$ cat src/logic/friet_pkg.sv
// Friet duplex shared definitions: widths, command codes, rotations and round constants
`default_nettype none

package friet_pkg;

    localparam int limb_w = 128;
    localparam int state_w = 512;
    localparam int size_w = 5;
    localparam int rc_w = 5;
    localparam int total_rounds = 24;

    // Bytes in one full input block
    localparam int block_bytes = limb_w / 8;

    typedef logic [limb_w-1:0] limb_t;
    typedef logic [state_w-1:0] state_t;
    typedef logic [size_w-1:0] size_t;
    typedef logic [rc_w-1:0] rc_t;

    typedef enum logic [2:0] {
        oper_init = 3'b000,
        oper_enc = 3'b001,
        oper_dec = 3'b010,
        oper_squeeze = 3'b011,
        oper_direct = 3'b100,
        oper_enc_silent = 3'b101,
        oper_dec_silent = 3'b110,
        oper_reserved = 3'b111
    } oper_t;

    // Constant of the first round
    localparam rc_t master_rc = 5'b01111;

    // Left rotation amounts used by the round
    localparam int rot_mix = 1;
    localparam int rot_and_b = 5;
    localparam int rot_and_c = 18;

    // LFSR step, feedback from bits 4 and 2
    function automatic rc_t rc_step(input rc_t rc);
        return {rc[rc_w-2:0], rc[4] ^ rc[2]};
    endfunction

    // First constant of the batch that finishes the permutation
    function automatic rc_t end_rc(input int unsigned rounds_per_cycle);
        rc_t rc;
        rc = master_rc;
        for (int unsigned i = 0; i < total_rounds - rounds_per_cycle; i++) begin
            rc = rc_step(rc);
        end
        return rc;
    endfunction

endpackage

`default_nettype wire

$ cat src/logic/friet_round.sv
// Friet round: one parity-preserving permutation round on limbs a, b, c and parity d
`timescale 1ns/10ps
`default_nettype none

module friet_round (
    input  friet_pkg::state_t state,
    input  friet_pkg::rc_t    rc_c,
    input  friet_pkg::rc_t    rc_d,
    output friet_pkg::state_t new_state
);

    function automatic friet_pkg::limb_t rotl(input friet_pkg::limb_t x, input int unsigned n);
        return (x << n) | (x >> (friet_pkg::limb_w - n));
    endfunction

    friet_pkg::limb_t a, b, c, d;
    friet_pkg::limb_t a_rot, b_rot, c_rot;
    friet_pkg::limb_t mix_term, nl_term;

    assign {d, c, b, a} = state;

    always_comb begin
        // Constant injection, both constants land in d as well
        c_rot = c ^ friet_pkg::limb_t'(rc_c);
        b_rot = b ^ friet_pkg::limb_t'(rc_d);

        // Limb rotation (a, b, c) -> (c, a, b)
        a_rot = c_rot;
        c_rot = b_rot;
        b_rot = a;

        // Mixing into c
        mix_term = rotl(b_rot, friet_pkg::rot_mix);
        c_rot = c_rot ^ mix_term;

        // Nonlinear step into a
        nl_term = rotl(b_rot, friet_pkg::rot_and_b) & rotl(c_rot, friet_pkg::rot_and_c);
        a_rot = a_rot ^ nl_term;
    end

    // Parity limb tracks every change made to the data limbs
    assign new_state = {
        d ^ friet_pkg::limb_t'(rc_c) ^ friet_pkg::limb_t'(rc_d) ^ mix_term ^ nl_term,
        c_rot, b_rot, a_rot
    };

endmodule

`default_nettype wire

$ cat src/logic/friet_absorb.sv
// Friet absorb: padding, byte masking and encrypt/decrypt injection of one input block
`timescale 1ns/10ps
`default_nettype none

module friet_absorb (
    input  friet_pkg::state_t state,
    input  friet_pkg::limb_t  din,
    input  friet_pkg::size_t  din_size,
    input  logic              din_last,
    input  logic              decrypt,
    input  logic              direct,
    input  logic              squeeze,
    output friet_pkg::state_t absorbed_state,
    output friet_pkg::limb_t  out_data
);

    localparam int lw = friet_pkg::limb_w;
    localparam int pad_w = lw + 2;

    friet_pkg::limb_t a, b, c, d;
    friet_pkg::size_t size_sat;
    friet_pkg::limb_t mask;
    friet_pkg::limb_t din_xor_a;
    friet_pkg::limb_t inject_data;
    friet_pkg::limb_t inj_a, inj_b;
    logic [pad_w-1:0] pad;
    logic pad_bit;

    assign {d, c, b, a} = state;

    // Counts above a full block saturate
    assign size_sat = (din_size > friet_pkg::size_t'(friet_pkg::block_bytes)) ?
                      friet_pkg::size_t'(friet_pkg::block_bytes) : din_size;

    always_comb begin
        for (int i = 0; i < friet_pkg::block_bytes; i++) begin
            mask[8*i +: 8] = (i < size_sat) ? 8'hff : 8'h00;
        end
    end

    // Domain bit depends on command kind
    always_comb begin
        if (direct) begin
            pad_bit = din_last;
        end else if (squeeze) begin
            pad_bit = 1'b0;
        end else begin
            pad_bit = ~din_last;
        end
    end

    // Pad pair right after the last data byte, spills into b on a full block
    assign pad = {{(pad_w-2){1'b0}}, 1'b1, pad_bit} << {size_sat, 3'b000};

    assign din_xor_a = din ^ a;

    // Decrypt overwrites the data bytes of a with the ciphertext
    assign inject_data = decrypt ? (din_xor_a & mask) : (din & mask);

    assign inj_a = inject_data ^ pad[lw-1:0];
    assign inj_b = {{(lw-2){1'b0}}, pad[pad_w-1:lw]};

    assign absorbed_state = {d ^ inj_a ^ inj_b, c, b ^ inj_b, a ^ inj_a};

    // Ciphertext on encrypt, plaintext on decrypt
    assign out_data = din_xor_a & mask;

endmodule

`default_nettype wire

$ cat src/logic/friet_perm.sv
// Friet permutation engine: state and constant registers, unrolled rounds and parity check
`timescale 1ns/10ps
`default_nettype none

module friet_perm #(
    parameter int rounds_per_cycle = 2
) (
    input  logic              clk,
    input  logic              arstn,
    input  logic              permute,
    input  logic              clear,
    input  friet_pkg::state_t absorbed_state,
    output friet_pkg::state_t state,
    output logic              busy,
    output logic              fault_detected
);

    localparam int lw = friet_pkg::limb_w;
    localparam friet_pkg::rc_t last_rc = friet_pkg::end_rc(rounds_per_cycle);

    friet_pkg::state_t chain_state [0:rounds_per_cycle];
    friet_pkg::rc_t    chain_rc_c [0:rounds_per_cycle];
    friet_pkg::rc_t    chain_rc_d [0:rounds_per_cycle];
    friet_pkg::rc_t    rc_c_reg, rc_d_reg;
    friet_pkg::limb_t  parity;
    logic              state_defined;

    // A new command restarts the chain from the injected state
    assign chain_state[0] = permute ? absorbed_state : state;
    assign chain_rc_c[0] = permute ? friet_pkg::master_rc : rc_c_reg;
    assign chain_rc_d[0] = permute ? friet_pkg::master_rc : rc_d_reg;

    for (genvar i = 0; i < rounds_per_cycle; i++) begin : gen_rounds
        friet_round round_inst (
            .state    (chain_state[i]),
            .rc_c     (chain_rc_c[i]),
            .rc_d     (chain_rc_d[i]),
            .new_state(chain_state[i+1])
        );
        assign chain_rc_c[i+1] = friet_pkg::rc_step(chain_rc_c[i]);
        assign chain_rc_d[i+1] = friet_pkg::rc_step(chain_rc_d[i]);
    end

    always_ff @(posedge clk) begin
        if (clear) begin
            state <= '0;
        end else if (permute || busy) begin
            state <= chain_state[rounds_per_cycle];
        end
    end

    assign parity = state[lw-1:0] ^ state[2*lw-1:lw] ^ state[3*lw-1:2*lw] ^ state[4*lw-1:3*lw];

    always_ff @(posedge clk or negedge arstn) begin
        if (!arstn) begin
            busy <= 1'b0;
            rc_c_reg <= friet_pkg::master_rc;
            rc_d_reg <= friet_pkg::master_rc;
            fault_detected <= 1'b0;
            state_defined <= 1'b0;
        end else begin
            if (clear) begin
                busy <= 1'b0;
                fault_detected <= 1'b0;
                state_defined <= 1'b1;
            end else begin
                if (permute) begin
                    busy <= 1'b1;
                end else if (busy && rc_c_reg == last_rc) begin
                    busy <= 1'b0;
                end
                // Parity is only meaningful once init has defined the state
                if (state_defined && parity != '0) begin
                    fault_detected <= 1'b1;
                end
            end
            if (permute || busy) begin
                rc_c_reg <= chain_rc_c[rounds_per_cycle];
                rc_d_reg <= chain_rc_d[rounds_per_cycle];
            end
        end
    end

    // Control must hold off new commands until the permutation ends
    assert property (@(posedge clk) disable iff (!arstn) !(permute && busy));
    assert property (@(posedge clk) disable iff (!arstn) !(permute && clear));

endmodule

`default_nettype wire

$ cat src/logic/friet_duplex_ctrl.sv
// Friet duplex control: command decode, input handshake and output register with back-pressure
`timescale 1ns/10ps
`default_nettype none

module friet_duplex_ctrl (
    input  logic             clk,
    input  logic             arstn,
    input  friet_pkg::oper_t oper,
    input  logic             din_valid,
    input  friet_pkg::size_t din_size,
    input  logic             din_last,
    input  logic             busy,
    input  friet_pkg::limb_t out_data,
    input  friet_pkg::limb_t limb_in,
    input  logic             dout_ready,
    output logic             din_ready,
    output logic             accept,
    output logic             permute,
    output logic             clear,
    output logic             decrypt,
    output logic             direct,
    output logic             squeeze,
    output friet_pkg::limb_t dout,
    output friet_pkg::size_t dout_size,
    output logic             dout_last,
    output logic             dout_valid
);

    logic is_perm;
    logic is_init;
    logic has_output;

    always_comb begin
        is_perm = 1'b0;
        is_init = 1'b0;
        has_output = 1'b0;
        case (oper)
            friet_pkg::oper_init: is_init = 1'b1;
            friet_pkg::oper_enc, friet_pkg::oper_dec, friet_pkg::oper_squeeze: begin
                is_perm = 1'b1;
                has_output = 1'b1;
            end
            friet_pkg::oper_direct, friet_pkg::oper_enc_silent,
            friet_pkg::oper_dec_silent: is_perm = 1'b1;
            // Reserved code is taken and dropped
            default: is_perm = 1'b0;
        endcase
    end

    assign decrypt = (oper == friet_pkg::oper_dec) || (oper == friet_pkg::oper_dec_silent);
    assign direct = (oper == friet_pkg::oper_direct);
    assign squeeze = (oper == friet_pkg::oper_squeeze);

    // Pending output lets input through only when it leaves this cycle
    assign din_ready = !busy && (!dout_valid || dout_ready);
    assign accept = din_valid && din_ready;
    assign permute = accept && is_perm;
    assign clear = accept && is_init;

    always_ff @(posedge clk or negedge arstn) begin
        if (!arstn) begin
            dout_valid <= 1'b0;
        end else if (accept && has_output) begin
            dout_valid <= 1'b1;
        end else if (dout_ready) begin
            dout_valid <= 1'b0;
        end
    end

    always_ff @(posedge clk) begin
        if (accept && has_output) begin
            // Squeeze returns limb a as it stood before the command
            dout <= squeeze ? limb_in : out_data;
            dout_size <= squeeze ? friet_pkg::size_t'(friet_pkg::block_bytes) : din_size;
            dout_last <= din_last;
        end
    end

    assert property (@(posedge clk) disable iff (!arstn)
        dout_valid && !dout_ready |=> $stable(dout) && dout_valid);

endmodule

`default_nettype wire

$ cat src/logic/friet_duplex.sv
// Friet duplex core top level: joins absorb, permutation and control
`timescale 1ns/10ps
`default_nettype none

module friet_duplex #(
    parameter int rounds_per_cycle = 2
) (
    input  logic             clk,
    input  logic             arstn,
    input  friet_pkg::oper_t oper,
    input  friet_pkg::limb_t din,
    input  friet_pkg::size_t din_size,
    input  logic             din_last,
    input  logic             din_valid,
    output logic             din_ready,
    output friet_pkg::limb_t dout,
    output friet_pkg::size_t dout_size,
    output logic             dout_last,
    output logic             dout_valid,
    input  logic             dout_ready,
    output logic             fault_detected
);

    friet_pkg::state_t state;
    friet_pkg::state_t absorbed_state;
    friet_pkg::limb_t  out_data;
    logic              accept, permute, clear;
    logic              decrypt, direct, squeeze;
    logic              busy;

    friet_absorb absorb_inst (
        .state         (state),
        .din           (din),
        .din_size      (din_size),
        .din_last      (din_last),
        .decrypt       (decrypt),
        .direct        (direct),
        .squeeze       (squeeze),
        .absorbed_state(absorbed_state),
        .out_data      (out_data)
    );

    friet_perm #(
        .rounds_per_cycle(rounds_per_cycle)
    ) perm_inst (
        .clk           (clk),
        .arstn         (arstn),
        .permute       (permute),
        .clear         (clear),
        .absorbed_state(absorbed_state),
        .state         (state),
        .busy          (busy),
        .fault_detected(fault_detected)
    );

    friet_duplex_ctrl ctrl_inst (
        .clk       (clk),
        .arstn     (arstn),
        .oper      (oper),
        .din_valid (din_valid),
        .din_size  (din_size),
        .din_last  (din_last),
        .busy      (busy),
        .out_data  (out_data),
        .limb_in   (state[friet_pkg::limb_w-1:0]),
        .dout_ready(dout_ready),
        .din_ready (din_ready),
        .accept    (accept),
        .permute   (permute),
        .clear     (clear),
        .decrypt   (decrypt),
        .direct    (direct),
        .squeeze   (squeeze),
        .dout      (dout),
        .dout_size (dout_size),
        .dout_last (dout_last),
        .dout_valid(dout_valid)
    );

    // Reserved commands are taken without any effect
    assert property (@(posedge clk) disable iff (!arstn)
        accept && oper == friet_pkg::oper_reserved |=> $stable(state) && $stable(dout));

endmodule

`default_nettype wire

$ cat config.mk
export PLATFORM = sky130hd
export DESIGN_NAME = friet_duplex
export DESIGN_NICKNAME = d
export VERILOG_FILES = /design/src/logic/friet_pkg.sv /design/src/logic/friet_round.sv /design/src/logic/friet_absorb.sv /design/src/logic/friet_perm.sv /design/src/logic/friet_duplex_ctrl.sv /design/src/logic/friet_duplex.sv
export SDC_FILE = /design/constraint.sdc
export NUM_CORES = 2
export LEC_CHECK = 0
export ABC_AREA = 1
export BUFFER_PORTS_ARGS = -buffer_cell sky130_fd_sc_hd__buf_2
export CORE_MARGIN = 8
export CORE_UTILIZATION = 55
export CTS_BUF_LIST = sky130_fd_sc_hd__clkbuf_4 sky130_fd_sc_hd__clkbuf_8
export CTS_CLUSTER_DIAMETER = 50
export DETAILED_ROUTE_END_ITERATION = 8
export MAX_ROUTING_LAYER = met4
export PLACE_DENSITY_LB_ADDON = 0.15
export SYNTH_ARGS = -nofsm -noshare
export SYNTH_HDL_FRONTEND = slang
export SYNTH_SLANG_ARGS = --single-unit
$ cat constraint.sdc
create_clock -name clk -period 7.35 [get_ports clk]
set_input_delay 0.735 -clock clk [delete_from_list [all_inputs] [get_ports clk]]
set_output_delay 0.735 -clock clk [all_outputs]
set_load 0.005 [all_outputs]
# Word level (Yosys, flattened, before mapping)
# Cells that the tools add are included.
[totals] ff_bits=660 input_bits=141
[op_classes] n_lt_le_gt_ge=17 n_eq_ne=7 shift=1 mux=34 n_bitwise=40 reduce_logical=19
[ops] op="XOR 128 bit" count=15
[ops] op="XOR 128 x 5 -> 128 bit" count=8
[ops] op="AND 128 bit" count=4
[ops] op="2-to-1 mux 512 bit" count=1
[ops] op="2-to-1 mux 128 bit" count=2
[ops] op="bitwise OR 128 x 1 -> 128 bit" count=2
[ops] op="bitwise OR 128 x 18 -> 128 bit" count=2
[ops] op="bitwise OR 128 x 5 -> 128 bit" count=2
[ops] op="XOR 128 x 2 -> 128 bit" count=2
[ops] op="<< shifter 2 x 8 -> 130 bit" count=1
[ops] op="2-to-1 mux 8 bit" count=16
[ops] op="nonzero test 128 bit" count=1
[ops] op="less-than comparator 4 x 5 -> 1 bit (first input constant)" count=8
[ops] op="less-than comparator 3 x 5 -> 1 bit (first input constant)" count=4
[ops] op="2-to-1 mux 5 bit" count=3
[ops] op="2-to-1 mux 1 bit" count=12
[ops] op="less-than comparator 1 x 5 -> 1 bit (first input constant)" count=2
[ops] op="less-than comparator 2 x 5 -> 1 bit (first input constant)" count=2
[ops] op="== test 3 bit (second input constant)" count=3
[ops] op="logical AND 1 bit" count=7
[ops] op="== test 3 x 2 -> 1 bit (second input constant)" count=2
[ops] op="OR reduction 6 bit" count=1
[ops] op="== test 5 x 4 -> 1 bit (second input constant)" count=1
[ops] op="> comparator 5 bit (second input constant)" count=1
[ops] op="other kinds (9)" count=16

# Longest topological paths before layout
[depth] ltp_word=20 mapped_depth=26 ltp_nobuf=24

# By module
# A second synthesis with hierarchy kept.
[hier_totals] cells_unflattened=10247 hier_area_um2=62890.3
[by_module_without_submodules] module="friet_perm" n_inst=1 cells_each=4864 area_each_um2=29851.1 seq_area_each_um2=10585.2
[by_module_without_submodules] module="friet_round" n_inst=2 cells_each=1596 area_each_um2=9126.3 seq_area_each_um2=0.0
[by_module_without_submodules] module="friet_absorb" n_inst=1 cells_each=1612 area_each_um2=9004.9 seq_area_each_um2=0.0
[by_module_without_submodules] module="friet_duplex_ctrl" n_inst=1 cells_each=579 area_each_um2=5781.8 seq_area_each_um2=4048.9

# Worst setup path after synthesis
# No wires, ideal clock.
[synth_path] path_type="in2reg" startpoint="input port dout_ready" endpoint="register ctrl_inst.dout[0], enable pin" t_arrival_ns=6.751 required_time_ns=6.721 slack_ns=-0.030 cell_stages=6 n_path_buf=0 path_cell_list="inv_1 nand2_1 nand2_1 nor2_4 nand2_1 nor2_1"
[synth_between] elab_chain_len=4
[synth_rtl] element="start: declaration" line_no="friet_duplex.sv:20" rtl="input logic dout_ready,"
[synth_rtl] element="logical OR 1 bit" line_no="friet_duplex_ctrl.sv:55" rtl="assign din_ready = !busy && (!dout_valid || dout_ready);"
[synth_rtl] element="logical AND 1 bit" line_no="friet_duplex_ctrl.sv:55"
[synth_rtl] element="logical AND 1 bit" line_no="friet_duplex_ctrl.sv:56" rtl="assign accept = din_valid && din_ready;"
[synth_rtl] element="logical AND 1 bit" line_no="friet_duplex_ctrl.sv:71" rtl="if (accept && has_output) begin"
[synth_rtl] element="end signal: assignment" line_no="friet_duplex_ctrl.sv:73" rtl="dout <= squeeze ? limb_in : out_data;"
[synth_rtl] element="end: declaration" line_no="friet_duplex_ctrl.sv:23" rtl="output friet_pkg::limb_t dout,"
# No other way between the ends.
# A chain may end at the register's enable or synchronous reset.

# Worst setup path in the final report
[layout_path] startpoint="input port din_size[4]" endpoint="register perm_inst.state[393]"
[layout_between] elab_chain_len=19 elab_cells_between_ends=41 cone_classes="order compare (6); shift (1); mux (8); bitwise (26)"
[layout_rtl] element="start: declaration" line_no="friet_duplex.sv:12" rtl="input friet_pkg::size_t din_size,"
[layout_rtl] element="> comparator 5 bit" line_no="friet_absorb.sv:32" rtl="assign size_sat = (din_size > friet_pkg::size_t'(friet_pkg::block_bytes)) ?"
[layout_rtl] element="2-to-1 mux 5 bit *" line_no="friet_absorb.sv:32"
[layout_rtl] element="less-than comparator 4 x 5 -> 1 bit" line_no="friet_absorb.sv:37" rtl="mask[8*i +: 8] = (i < size_sat) ? 8'hff : 8'h00;"
[layout_rtl] element="2-to-1 mux 8 bit" line_no="friet_absorb.sv:37"
[layout_rtl] element="AND 128 bit" line_no="friet_absorb.sv:58" rtl="assign inject_data = decrypt ? (din_xor_a & mask) : (din & mask);"
[layout_rtl] element="2-to-1 mux 128 bit" line_no="friet_absorb.sv:58"
[layout_rtl] element="XOR 128 bit *" line_no="friet_absorb.sv:60" rtl="assign inj_a = inject_data ^ pad[lw-1:0];"
[layout_rtl] element="XOR 128 bit" line_no="friet_absorb.sv:63" rtl="assign absorbed_state = {d ^ inj_a ^ inj_b, c, b ^ inj_b, a ^ inj_a};"
[layout_rtl] element="[... 3 more ...]"
[layout_rtl] element="bitwise OR 128 x 18 -> 128 bit" line_no="friet_round.sv:13" rtl="return (x << n) | (x >> (friet_pkg::limb_w - n));"
[layout_rtl] element="AND 128 bit" line_no="friet_round.sv:37" rtl="nl_term = rotl(b_rot, friet_pkg::rot_and_b) & rotl(c_rot, friet_pkg::rot_and_c);"
[layout_rtl] element="XOR 128 bit" line_no="friet_round.sv:38" rtl="a_rot = a_rot ^ nl_term;"
[layout_rtl] element="bitwise OR 128 x 1 -> 128 bit" line_no="friet_round.sv:13"
[layout_rtl] element="XOR 128 bit" line_no="friet_round.sv:34" rtl="c_rot = c_rot ^ mix_term;"
[layout_rtl] element="bitwise OR 128 x 18 -> 128 bit" line_no="friet_round.sv:13"
[layout_rtl] element="AND 128 bit" line_no="friet_round.sv:37"
[layout_rtl] element="XOR 128 bit *" line_no="friet_round.sv:43" rtl="d ^ friet_pkg::limb_t'(rc_c) ^ friet_pkg::limb_t'(rc_d) ^ mix_term ^ nl_term,"
[layout_rtl] element="end signal: assignment" line_no="friet_perm.sv:48" rtl="state <= chain_state[rounds_per_cycle];"
[layout_rtl] element="end: declaration" line_no="friet_perm.sv:13" rtl="output friet_pkg::state_t state,"
# Every way passes the cells marked *; elsewhere a longest branch is shown, timed or not.

==> out/qor.csv <==
metric;value;unit
maxSlewViolCount;0;
overflow;0;
finalSetupViolations;0;
critPathSlowestCell;nor3_1;
cpPeakStageDelay;0.75;ns
synth_top_cell_area_share;0.2403;
largest_register_ffs;512;
clockBufferDepth;3;
startpoint_type;primary input;
htreeDepth;4;
met1_usage;0.5231;
synth_most_common_cell;nand2_1;
gr-usage-met3;0.06504;
synth-seq-area-share;0.2542;
hp-class;in -> reg;
detail-route-antenna-nets;0;
dpl.hpwl;183400;um
ys.warnings.count;0;
critPathArrivalTime;5.95;ns
die_x;339.5;um
rsz0062_at_grt;no;
cp.required;8.09;ns
synth-seq-cells;660;
place_congestion;1.036;
final_util;0.6061;
slew_headroom;0.1933;
yosysUniqueCellTypes;56;
fmax;192.0;MHz
period_share;0.7086;
syn_nets;9736;
grt_use_met2;0.5967;
drcViolationCount;0;
period_minus_slack;5.208;ns
timing.critical_path.buf_inv;5;
netlist_instances;9595;
clock_sinks;660;
crit_top_cell;nand2_1;
first_iter_violations;8086;
synthTopCellsByArea;nand2_1 24%, dfxtp_1 18%, nand3_1 10%;
wl;237500;um
worstMarginPinSlew;1.197;ns
path_class;in -> reg;
tritoncts;done;
grt_first_pass_wirelength;347000;um
syn_area_per_cell;6.000;um^2
cp_top_family;simple AND/OR/NAND/NOR gates;
grt_antenna_before_repair;7;
holdBufCountCts;1;
initial_core_util;0.5555;
grt_start_max_net_pins;213;
worstSkewPairLatency;0.86;ns
setup_tns;0;ns
finalHoldViolCount;0;
crit_fanout;22;
clk_pin_slew;0.06;ns
reg_top3;perm_inst.state: 512 flops, ctrl_inst.dout: 128 flops;
drt-pass1-iter-count;8;
row_count;118;
drv_cap;0;
grtUsageTotal;0.4011;
grt.busiest_layer;met2;
cts_root_buf;clkbuf_8;
synth_ff_type;dfxtp_1;
yosys.area.top_type;nand2_1;
wl_per_cell;21.13;um
path_cells;buf_2, inv_4, nand2_2, nor3_1, nand2_1, nand2_1, buf_4, nand2_1, nand2_1, nand3b_1, nand2_2, inv_1, nor2_2, nand2_1, nand2_1, nand2_1, nand2_1, nor2_1, nand2_1, nand3_1, nand2_1, inv_1;
post_cts_resized;0;
status;complete, no violations;
fin_skew;0.03918;ns
top_register;perm_inst.state;
nets;9883;
syn_to_final_growth;9.114;%
die_area;115300;um^2
r2r_slack;2.14;ns
die_y;339.5;um
grt_pass1_vias;55610;
cts_buffers;144;
avgViaCountPerCell;5.678;
drive_gt1_frac;0.08584;
async_reset_ff_frac;0.02121;
postCtsSetupRepairBufs;0;
endpoint_kind;flip-flop;
vias;63820;
core;103600;um^2
synth_enable_flop_cells;134;
synth_area;57570;um^2
io_buffers;277;
synth_common_cells;3686 x nand2_1, 1522 x inv_1, 1184 x nand3_1, 512 x dfxtp_1, 465 x xnor2_1;
num_io_pins;278;
[layout by cell type (no fill, tap or decap), drive strengths merged, types with 10 or more instances in the layout]
cell / n
a21oi: 55
and2: 21
buf: 315
clkbuf: 210
clkinv: 35
clkinvlp: 10
dfxtp: 512
edfxtp: 134
inv: 1555
nand2: 3804
nand3: 1208
nand3b: 61
nand4: 94
nor2: 206
nor4: 12
o211ai: 265
o21ai: 411
o21bai: 21
o22ai: 14
o31ai: 52
or2: 24
xnor2: 483
xor2: 299
[metrics by stage]
step	std cells	hold WS [ns]	area [um^2]	worst slack [ns]
2_1_floorplan	9595	0.4394	57580	2.229
3_3_place_gp	10975	0.4525	59660	1.672
3_5_place_dp	10975	0.4605	59660	1.664
4_1_cts	11236	0.04465	62810	2.238
5_1_grt	11238	0.08443	62820	2.014
6_report	11239	0.09480	62820	2.142
[layer usage]
| layer | wire length (um) | share of wire | vias to the layer above |
|---|---|---|---|
| li1 | - | - | 30378 |
| met5 | 0 | 0 | - |
| met2 | 101500 | 0.43 | 3392 |
| met3 | 24150 | 0.10 | 579 |
| met1 | 97730 | 0.41 | 29471 |
| met4 | 14190 | 0.060 | 0 |
[path summary, 6_finish.rpt]
path | from | cells past startpoint | end
max in group asynchronous | arstn | 2 | perm_inst.busy
setup reg to reg | perm_inst.busy | 19 | perm_inst.state[76]
hold reg to reg | perm_inst.state_defined | 1 | perm_inst.state_defined
min in group asynchronous | arstn | 2 | perm_inst.fault_detected
hold / removal | din_last | 1 | ctrl_inst.dout_last
setup / recovery | din_size[4] | 22 | perm_inst.state[393]
[cell families after synthesis]
group / share of synthesized area
AOI/OAI and AO/OA: 0.08925
xor gates and xnor gates: 0.1244
buffers and inverters: 0.1281
DFF: 0.2542
and+or+nand+nor: 0.4041
[cell type report]
class / count / area (um^2)
clock inverter: 50 / 474.2
antenna: 3 / 7.507
clock buffer: 210 / 2671
fill: 10338 / 40820
inverter: 1558 / 5878
timing repair buffer: 316 / 1819
sequential: 660 / 14630
multi-input combinational: 7062 / 35610
tap: 1380 / 1727
[worst register-to-register path, cell delays in order (launching register included)]
cell	delay [ns]
dfrtp_1	0.44
inv_2	0.29
nand2_1	0.17
nor2_4	0.33
nand2_8	0.37
inv_6	0.79
buf_12	0.38
nand3_1	0.22
nand2_1	0.11
nand2_1	0.30
xor2_1	0.52
nand2_1	0.20
nand2_1	0.10
nand2_1	0.19
nand3_1	0.34
inv_1	0.11
nand2_1	0.07
nand3_1	0.07
nand2_1	0.09
inv_1	0.03
Power is left out: the tool's default activity adds up to more than one toggle a clock period on the data nets, which glitch-free logic cannot reach.
